==> src/hw/load_pkg.sv <==
// ---------------------------------------------------------------------
// load unit package
// shared widths, load operation codes and the packed types that travel
// between the issuer, the pending queue, the aligner and the data cache
// ---------------------------------------------------------------------

`default_nettype none

package load_pkg;

    // physical address and cache address split
    parameter int unsigned PlenWidth        = 32;
    parameter int unsigned DcacheIndexWidth = 12;
    parameter int unsigned DcacheTagWidth   = 20;

    // transaction id and data widths
    parameter int unsigned TransIdWidth = 3;
    parameter int unsigned XlenWidth    = 64;

    // byte offset inside one doubleword
    parameter int unsigned OffsetWidth = $clog2(XlenWidth / 8);

    // load operations, integer loads first and then the floating-point loads
    typedef enum logic [3:0] {
        LB, LH, LW, LD,
        LBU, LHU, LWU,
        FLB, FLH, FLW, FLD
    } load_op_e;

    // a load request as it arrives from outside
    typedef struct packed {
        logic [TransIdWidth-1:0] trans_id;
        logic [PlenWidth-1:0]    paddr;
        load_op_e                op;
    } load_req_t;

    // metadata kept for every load that waits for its data
    typedef struct packed {
        logic [TransIdWidth-1:0] trans_id;
        logic [OffsetWidth-1:0]  offset;
        load_op_e                op;
    } pending_entry_t;

    // read side of the cache port, index phase then tag phase
    typedef struct packed {
        logic                        data_req;
        logic [DcacheIndexWidth-1:0] index;
        logic                        tag_valid;
        logic [DcacheTagWidth-1:0]   tag;
        logic [1:0]                  size;
    } dcache_req_t;

    // the returned cache word seen as bytes, halfwords, words or one doubleword
    typedef union packed {
        logic [7:0][7:0]  b;
        logic [3:0][15:0] h;
        logic [1:0][31:0] w;
        logic [63:0]      d;
    } load_data_u;

    // aligned and extended result handed back to the requester
    typedef struct packed {
        logic                    valid;
        logic [TransIdWidth-1:0] trans_id;
        logic [XlenWidth-1:0]    data;
    } load_result_t;

    // log2 of the access size in bytes for each load operation
    function automatic logic [1:0] op_size(input load_op_e op);
        logic [1:0] size;
        case (op)
            LB, LBU, FLB: size = 2'd0;
            LH, LHU, FLH: size = 2'd1;
            LW, LWU, FLW: size = 2'd2;
            default:      size = 2'd3;
        endcase
        return size;
    endfunction

endpackage

`default_nettype wire

==> src/hw/load_issue.sv <==
// ---------------------------------------------------------------------
// load issuer
// sends the index phase of each request to the data cache, then the
// tag phase exactly one cycle after the grant, and pushes the load's
// metadata into the pending queue while spending one credit per load
// ---------------------------------------------------------------------

`default_nettype none

module load_issue #(
    parameter int unsigned NrPending = 2
) (
    input  logic                     clk_i,
    input  logic                     rst_ni,
    // request port from outside
    input  logic                     req_valid_i,
    input  load_pkg::load_req_t      req_i,
    output logic                     req_ready_o,
    // data cache port
    input  logic                     dcache_gnt_i,
    output load_pkg::dcache_req_t    dcache_req_o,
    // pending queue port
    input  logic                     credit_return_i,
    output logic                     push_valid_o,
    output load_pkg::pending_entry_t push_entry_o
);

    // the counter has to hold the full credit count, hence one value more
    localparam int unsigned CntWidth = $clog2(NrPending + 1);

    typedef enum logic {
        IDLE,
        SEND_TAG
    } state_e;

    state_e                                state_d, state_q;
    logic [CntWidth-1:0]                   credit_d, credit_q;
    logic [load_pkg::DcacheTagWidth-1:0]   tag_q;
    logic                                  has_credit;
    logic                                  data_req;
    logic                                  granted;

    // ---------------------------------------------------------------------
    // index phase
    // ---------------------------------------------------------------------

    // only ask the cache when the queue is sure to have room for the entry
    assign has_credit = (credit_q != '0);
    assign data_req   = req_valid_i & has_credit;
    assign granted    = data_req & dcache_gnt_i;

    // the requester sees ready exactly in the grant cycle
    assign req_ready_o  = granted;
    assign push_valid_o = granted;

    // the queue keeps what the aligner needs once the data comes back
    assign push_entry_o.trans_id = req_i.trans_id;
    assign push_entry_o.offset   = req_i.paddr[load_pkg::OffsetWidth-1:0];
    assign push_entry_o.op       = req_i.op;

    // index comes straight from the held request, tag from the register
    assign dcache_req_o.data_req  = data_req;
    assign dcache_req_o.index     = req_i.paddr[load_pkg::DcacheIndexWidth-1:0];
    assign dcache_req_o.tag_valid = (state_q == SEND_TAG);
    assign dcache_req_o.tag       = tag_q;
    assign dcache_req_o.size      = load_pkg::op_size(req_i.op);

    // ---------------------------------------------------------------------
    // tag phase and credits
    // ---------------------------------------------------------------------

    always_comb begin
        // a grant always leads to one tag cycle, and a new grant may
        // land in that same tag cycle
        state_d = granted ? SEND_TAG : IDLE;

        // spend on a grant, regain on a returned credit, both may coincide
        case ({granted, credit_return_i})
            2'b10:   credit_d = credit_q - CntWidth'(1);
            2'b01:   credit_d = credit_q + CntWidth'(1);
            default: credit_d = credit_q;
        endcase
    end

    always_ff @(posedge clk_i or negedge rst_ni) begin
        if (!rst_ni) begin
            state_q  <= IDLE;
            // every queue slot starts free
            credit_q <= CntWidth'(NrPending);
        end else begin
            state_q  <= state_d;
            credit_q <= credit_d;
        end
    end

    // upper address bits are sent in the cycle after the grant
    always_ff @(posedge clk_i) begin
        if (granted) begin
            tag_q <= req_i.paddr[load_pkg::PlenWidth-1:load_pkg::DcacheIndexWidth];
        end
    end

endmodule

`default_nettype wire

==> src/hw/load_pending_queue.sv <==
// ---------------------------------------------------------------------
// pending load queue
// circular FIFO that holds the metadata of outstanding loads in issue
// order, shows the oldest entry to the aligner and hands one credit
// back to the issuer for every entry that leaves
// ---------------------------------------------------------------------

`default_nettype none

module load_pending_queue #(
    parameter int unsigned NrPending = 2
) (
    input  logic                     clk_i,
    input  logic                     rst_ni,
    // push side from the issuer
    input  logic                     push_valid_i,
    input  load_pkg::pending_entry_t push_entry_i,
    // pop side towards the aligner
    input  logic                     pop_i,
    output load_pkg::pending_entry_t head_o,
    // credit back to the issuer
    output logic                     credit_return_o
);

    // a single slot still needs a one bit pointer
    localparam int unsigned PtrWidth = (NrPending > 1) ? $clog2(NrPending) : 1;

    load_pkg::pending_entry_t mem_q [NrPending];
    logic [PtrWidth-1:0]      wptr_q, rptr_q;
    logic                     credit_q;

    // pointers wrap at the queue depth, which need not be a power of two
    function automatic logic [PtrWidth-1:0] ptr_next(input logic [PtrWidth-1:0] ptr);
        logic [PtrWidth-1:0] nxt;
        if (ptr == PtrWidth'(NrPending - 1)) begin
            nxt = '0;
        end else begin
            nxt = ptr + PtrWidth'(1);
        end
        return nxt;
    endfunction

    // ---------------------------------------------------------------------
    // storage
    // ---------------------------------------------------------------------

    // the issuer never pushes without a credit, so a full queue is never written
    always_ff @(posedge clk_i) begin
        if (push_valid_i) begin
            mem_q[wptr_q] <= push_entry_i;
        end
    end

    // oldest entry goes out without a register stage
    assign head_o = mem_q[rptr_q];

    // ---------------------------------------------------------------------
    // pointers and credit return
    // ---------------------------------------------------------------------

    always_ff @(posedge clk_i or negedge rst_ni) begin
        if (!rst_ni) begin
            wptr_q   <= '0;
            rptr_q   <= '0;
            credit_q <= 1'b0;
        end else begin
            if (push_valid_i) begin
                wptr_q <= ptr_next(wptr_q);
            end
            if (pop_i) begin
                rptr_q <= ptr_next(rptr_q);
            end
            // the freed slot is announced one cycle after the pop
            credit_q <= pop_i;
        end
    end

    assign credit_return_o = credit_q;

endmodule

`default_nettype wire

==> src/hw/load_align.sv <==
// ---------------------------------------------------------------------
// load aligner
// picks the loaded field out of the returned cache word by the load's
// byte offset and size, then sign-extends, zero-extends or NaN-boxes
// it, purely combinational
// ---------------------------------------------------------------------

`default_nettype none

module load_align (
    // data returned by the cache
    input  logic                     rvalid_i,
    input  load_pkg::load_data_u     rdata_i,
    // metadata of the oldest outstanding load
    input  load_pkg::pending_entry_t head_i,
    // result towards the requester
    output load_pkg::load_result_t   result_o
);

    logic [1:0]  size;
    logic        is_signed;
    logic        is_fp;
    logic [7:0]  byte_field;
    logic [15:0] half_field;
    logic [31:0] word_field;
    logic        top_bit;
    logic        fill_bit;

    // ---------------------------------------------------------------------
    // field select
    // ---------------------------------------------------------------------

    assign size      = load_pkg::op_size(head_i.op);
    assign is_signed = head_i.op inside {load_pkg::LB, load_pkg::LH, load_pkg::LW};
    assign is_fp     = head_i.op inside {load_pkg::FLB, load_pkg::FLH, load_pkg::FLW};

    // aligned loads only, so the upper offset bits index the wider views
    assign byte_field = rdata_i.b[head_i.offset];
    assign half_field = rdata_i.h[head_i.offset[2:1]];
    assign word_field = rdata_i.w[head_i.offset[2]];

    // ---------------------------------------------------------------------
    // extension
    // ---------------------------------------------------------------------

    always_comb begin
        // most significant bit of the selected field
        case (size)
            2'd0:    top_bit = byte_field[7];
            2'd1:    top_bit = half_field[15];
            2'd2:    top_bit = word_field[31];
            default: top_bit = rdata_i.d[63];
        endcase

        // signed loads copy the top bit, narrow fp loads are boxed with ones,
        // everything else is filled with zeros
        if (is_signed) begin
            fill_bit = top_bit;
        end else begin
            fill_bit = is_fp;
        end
    end

    always_comb begin
        result_o.valid    = rvalid_i;
        result_o.trans_id = head_i.trans_id;
        case (size)
            2'd0:    result_o.data = {{56{fill_bit}}, byte_field};
            2'd1:    result_o.data = {{48{fill_bit}}, half_field};
            2'd2:    result_o.data = {{32{fill_bit}}, word_field};
            // LD and FLD hand the doubleword back untouched
            default: result_o.data = rdata_i.d;
        endcase
    end

endmodule

`default_nettype wire

==> src/hw/load_unit_top.sv <==
// ---------------------------------------------------------------------
// load unit top level
// the issuer drives the cache in index and tag phases, the pending
// queue keeps the outstanding loads in order and the aligner shapes
// each returned word into the result
// ---------------------------------------------------------------------

`default_nettype none

module load_unit_top #(
    parameter int unsigned NrPending = 2
) (
    input  logic                   clk_i,
    input  logic                   rst_ni,
    // request port
    input  logic                   req_valid_i,
    input  load_pkg::load_req_t    req_i,
    output logic                   req_ready_o,
    // data cache port
    output load_pkg::dcache_req_t  dcache_req_o,
    input  logic                   dcache_gnt_i,
    input  logic                   dcache_rvalid_i,
    input  load_pkg::load_data_u   dcache_rdata_i,
    // result port, no back-pressure
    output load_pkg::load_result_t result_o
);

    logic                     push_valid;
    load_pkg::pending_entry_t push_entry;
    logic                     credit_return;
    load_pkg::pending_entry_t head;

    load_issue #(
        .NrPending (NrPending)
    ) i_issue (
        .clk_i           (clk_i),
        .rst_ni          (rst_ni),
        .req_valid_i     (req_valid_i),
        .req_i           (req_i),
        .req_ready_o     (req_ready_o),
        .dcache_gnt_i    (dcache_gnt_i),
        .dcache_req_o    (dcache_req_o),
        .credit_return_i (credit_return),
        .push_valid_o    (push_valid),
        .push_entry_o    (push_entry)
    );

    // data returns in order, so every rvalid retires the head entry
    load_pending_queue #(
        .NrPending (NrPending)
    ) i_pending_queue (
        .clk_i           (clk_i),
        .rst_ni          (rst_ni),
        .push_valid_i    (push_valid),
        .push_entry_i    (push_entry),
        .pop_i           (dcache_rvalid_i),
        .head_o          (head),
        .credit_return_o (credit_return)
    );

    load_align i_align (
        .rvalid_i (dcache_rvalid_i),
        .rdata_i  (dcache_rdata_i),
        .head_i   (head),
        .result_o (result_o)
    );

endmodule

`default_nettype wire

==> config.mk <==
export PLATFORM = sky130hd
export DESIGN_NAME = load_unit_top
export DESIGN_NICKNAME = d
export VERILOG_FILES = /design/src/hw/load_pkg.sv /design/src/hw/load_issue.sv /design/src/hw/load_pending_queue.sv /design/src/hw/load_align.sv /design/src/hw/load_unit_top.sv
export SDC_FILE = /design/constraint.sdc
export NUM_CORES = 1
export LEC_CHECK = 0
export ABC_AREA = 1
export BUFFER_PORTS_ARGS = -buffer_cell sky130_fd_sc_hd__buf_2
export CAP_MARGIN = 20
export CORE_MARGIN = 1
export CORE_UTILIZATION = 46
export DETAILED_ROUTE_END_ITERATION = 10
export PLACE_DENSITY_LB_ADDON = 0.25
export SLEW_MARGIN = 20
export SYNTH_ARGS = -nofsm -noshare
export SYNTH_HDL_FRONTEND = slang
export SYNTH_SLANG_ARGS = --single-unit
export TNS_END_PERCENT = 10
==> constraint.sdc <==
create_clock -name clk_i -period 3.02 [get_ports clk_i]
set_input_delay 0 -clock clk_i [delete_from_list [all_inputs] [get_ports clk_i]]
set_output_delay 0 -clock clk_i [all_outputs]
set_load 0.02 [all_outputs]
==> results.json <==
{
  "relSlewSlack_pct": 43.7,
  "clock-sinks": 46,
  "fin_nets": 901,
  "synth-simple-area-share_pct": 26.7,
  "grt_pass1_vias": 4423,
  "cp_data_arrival_time_ns": 2.96,
  "core_area_sq_mm": 0.00830,
  "fin_util_pct": 67.8,
  "rows": 33,
  "dr.pass1.iters": 5,
  "synth_top_family_by_area": "simple AND/OR/NAND/NOR gates",
  "final_cells": 894,
  "async_flop_share_pct": 13.0,
  "grt_first_pass_wirelength_mm": 21.1,
  "syn_area_per_cell_sq_um": 6.90,
  "layout_commonest_cell": "buf_2",
  "crit_fanout": 11,
  "final_cell_mix": "buf_2 (192), nand2_1 (135), inv_1 (77)",
  "antenna_left": 0,
  "hold_path_class": "primary input to output port",
  "finalWeightedCongestion": 0.927,
  "ys_ff_latch": 46,
  "synth_top_area_cell": "edfxtp_1",
  "yosysWarnings": 0,
  "finalClockSkew_ns": 0.0153,
  "cts.clk_slew.worst_paths_ns": 0.08,
  "syn_area_sq_mm": 0.00398,
  "place_inst": 843,
  "startpoint_type": "flip-flop",
  "cts_root_buf": "clkbuf_8",
  "hold_viol": 0,
  "p_leak_uw": 0.00285,
  "place_ws_ns": 0.0595,
  "drive_gt1_share_pct": 36.0,
  "layout_setup_ws_ns": 0.0614,
  "yosys.area_share.adder_pct": 1.57,
  "synth_area_leaders": "edfxtp_1 (30%), nand2_1 (13%), o21ai_0 (8.0%)",
  "die_h_um": 95.0,
  "worstMarginPinSlew_ns": 0.842,
  "register_area_sq_mm": 0.00135,
  "htreeDepth": 2,
  "rsz0062_at_grt": "true",
  "worst_hold_slack_ns": 0.00000883,
  "crit_type": "flip-flop to output port",
  "yosysUniqueCellTypes": 36,
  "grt.overflow.total": 0,
  "finalWirelength_mm": 14.0,
  "reg2reg_depth": 3,
  "status": "completed",
  "synthXorXnorAreaFrac_pct": 0.880,
  "antenna_found_initial": 0,
  "multi_input_comb_area_sq_mm": 0.00215,
  "initial_utilization_pct": 48.0,
  "synth_compound_area_share_pct": 21.9,
  "hpwl_mm": 10.0,
  "netlist.area_leader.share_pct": 30.2,
  "fp.dieW_um": 95.0,
  "dieArea_sq_mm": 0.00903,
  "peakVddDrop_mv": 0.821,
  "ys_seq_area_share_pct": 34.0,
  "synth_mux_area_share_pct": 0,
  "finalSetupViolations": 0,
  "synthFlopType": "edfxtp_1",
  "n_antenna_cell": 0,
  "wire_per_inst_um": 15.7,
  "io_pins": 213,
  "power_density_mw_per_mm2": 1370,
  "cap_viol_max_count": 0,
  "cts_tree": "yes",
  "initialDrtViolationCount": 276,
  "syn_nets": 690,
  "fmax_mhz": 338,
  "drv_slew": 0,
  "track_usage_pct": 30.3,
  "clk_path_buf_depth": 2,
  "vias_per_cell": 5.44,
  "period_share_pct": 98.0,
  "vias": 4860,
  "total_power_uw": 7680,
  "synth-edff-count": 40,
  "port_buffers": 194,
  "critPathRequiredTime_ns": 3.02,
  "hold_depth": 0,
  "nFillCells": 730,
  "endpoint_kind": "output port",
  "syn_to_final_growth_pct": 41.3,
  "grt_start_max_net_pins": 42,
  "cts_buffers": 5,
  "min_period_ns": 2.96,
  "clkLatencyLatePin_ns": 0.30,
  "remaining_drc_errors": 0,
  "synthCells": 577
}
## path summary, 6_finish.rpt
check                                  startpoint                          end  slack (ns)
setup / recovery           i_pending_queue.rptr_q                 result_o[63]        0.06
hold / removal                           req_i[9]             dcache_req_o[28]    0.000009
setup reg to reg              i_issue.credit_q[1]  i_pending_queue.mem_q[0][5]        1.18
hold reg to reg               i_issue.credit_q[1]          i_issue.credit_q[1]        0.50
max in group asynchronous                  rst_ni          i_issue.credit_q[1]        2.72
min in group asynchronous                  rst_ni              i_issue.state_q        0.06
## state kept, by name, summed over array words and instances (netlist names)
name                             cells
i_issue.credit_q                     2
i_pending_queue.rptr_q               1
i_pending_queue.wptr_q               1
i_issue.state_q                      1
i_issue.tag_q                       20
i_pending_queue.mem_q               20
i_pending_queue.credit_return_o      1
## routing by layer
| metal | share of wire, % | up-vias | track usage [%] |
|---|---|---|---|
| li1 | - | 2316 | - |
| met1 | 38 | 2187 | 37.4 |
| met2 | 50 | 323 | 54.0 |
| met3 | 9.4 | 34 | 4.39 |
| met4 | 2.6 | 0 | 10.2 |
| met5 | 0 | - | 0 |
## where the power goes
part / internal [uW] / switching (uW) / leakage (uW)
logic: 2260 / 4200 / 0.00237
clock network: 164 / 204 / 0.0000452
registers: 806 / 53.9 / 0.000438
total: 3230 / 4460 / 0.00285
## logic make-up (layout without fill, tap and decap cells)
family / Yosys count / after routing
AOI/OAI and AO/OA: 146 / 146
xor gates and xnor gates: 4 / 4
adders and majority gates: 5 / 5
buffers and inverters: 133 / 345
DFF: 46 / 46
and+or+nand+nor: 243 / 243
## cell type report
| class | count | area share [%] |
|---|---|---|
| Multi-Input combinational cell | 398 | 38.2 |
| Timing Repair Buffer | 254 | 28.3 |
| Sequential cell | 46 | 24.1 |
| Inverter | 83 | 5.59 |
| Tap cell | 105 | 2.34 |
| Clock buffer | 6 | 1.29 |
| Clock inverter | 2 | 0.245 |
## through the flow
step	cell area (sq um)	TNS (ns)
after global placement	4950	0
after detailed placement	4950	0
after floorplan	3980	0
after CTS	5420	-0.0459
after global routing	5620	-3.73
final	5620	0
## synthesized netlist by cell type, drive strengths merged, types with 7 or more instances
cell type / count
edfxtp: 40
clkbuf: 18
o211ai: 17
nor2: 40
nand2: 140
o21ai: 68
or2: 10
buf: 32
a21oi: 44
inv: 83
nand3: 51
a221oi: 7
## what timing repair did
item / 4_1_cts / 5_1_grt
resized for setup: 12 / 28
buffers inserted: 1 / 8
endpoints found under the setup margin: 61 / 64
cloned: 0 / 2
pin swaps: 1 / 5
hold endpoints to repair: 48 / 0
hold buffers: 32 / 0
## critical path, stage by stage, from the launching register on
cell	delay, ns
dfrtp_2	0.46
inv_2	0.06
or2_0	0.24
o21ai_2	0.13
inv_2	0.10
nand3_4	0.09
nor2_2	0.05
a21oi_2	0.16
inv_2	0.06
ha_1	0.18
inv_2	0.09
nor2_2	0.06
nand2_1	0.12
nand3_2	0.07
nand2_2	0.09
nand3_4	0.13
nand3_4	0.15
clkbuf_16	0.18
o21ai_0	0.07
buf_2	0.16
Power figures use the tool's default switching activity.
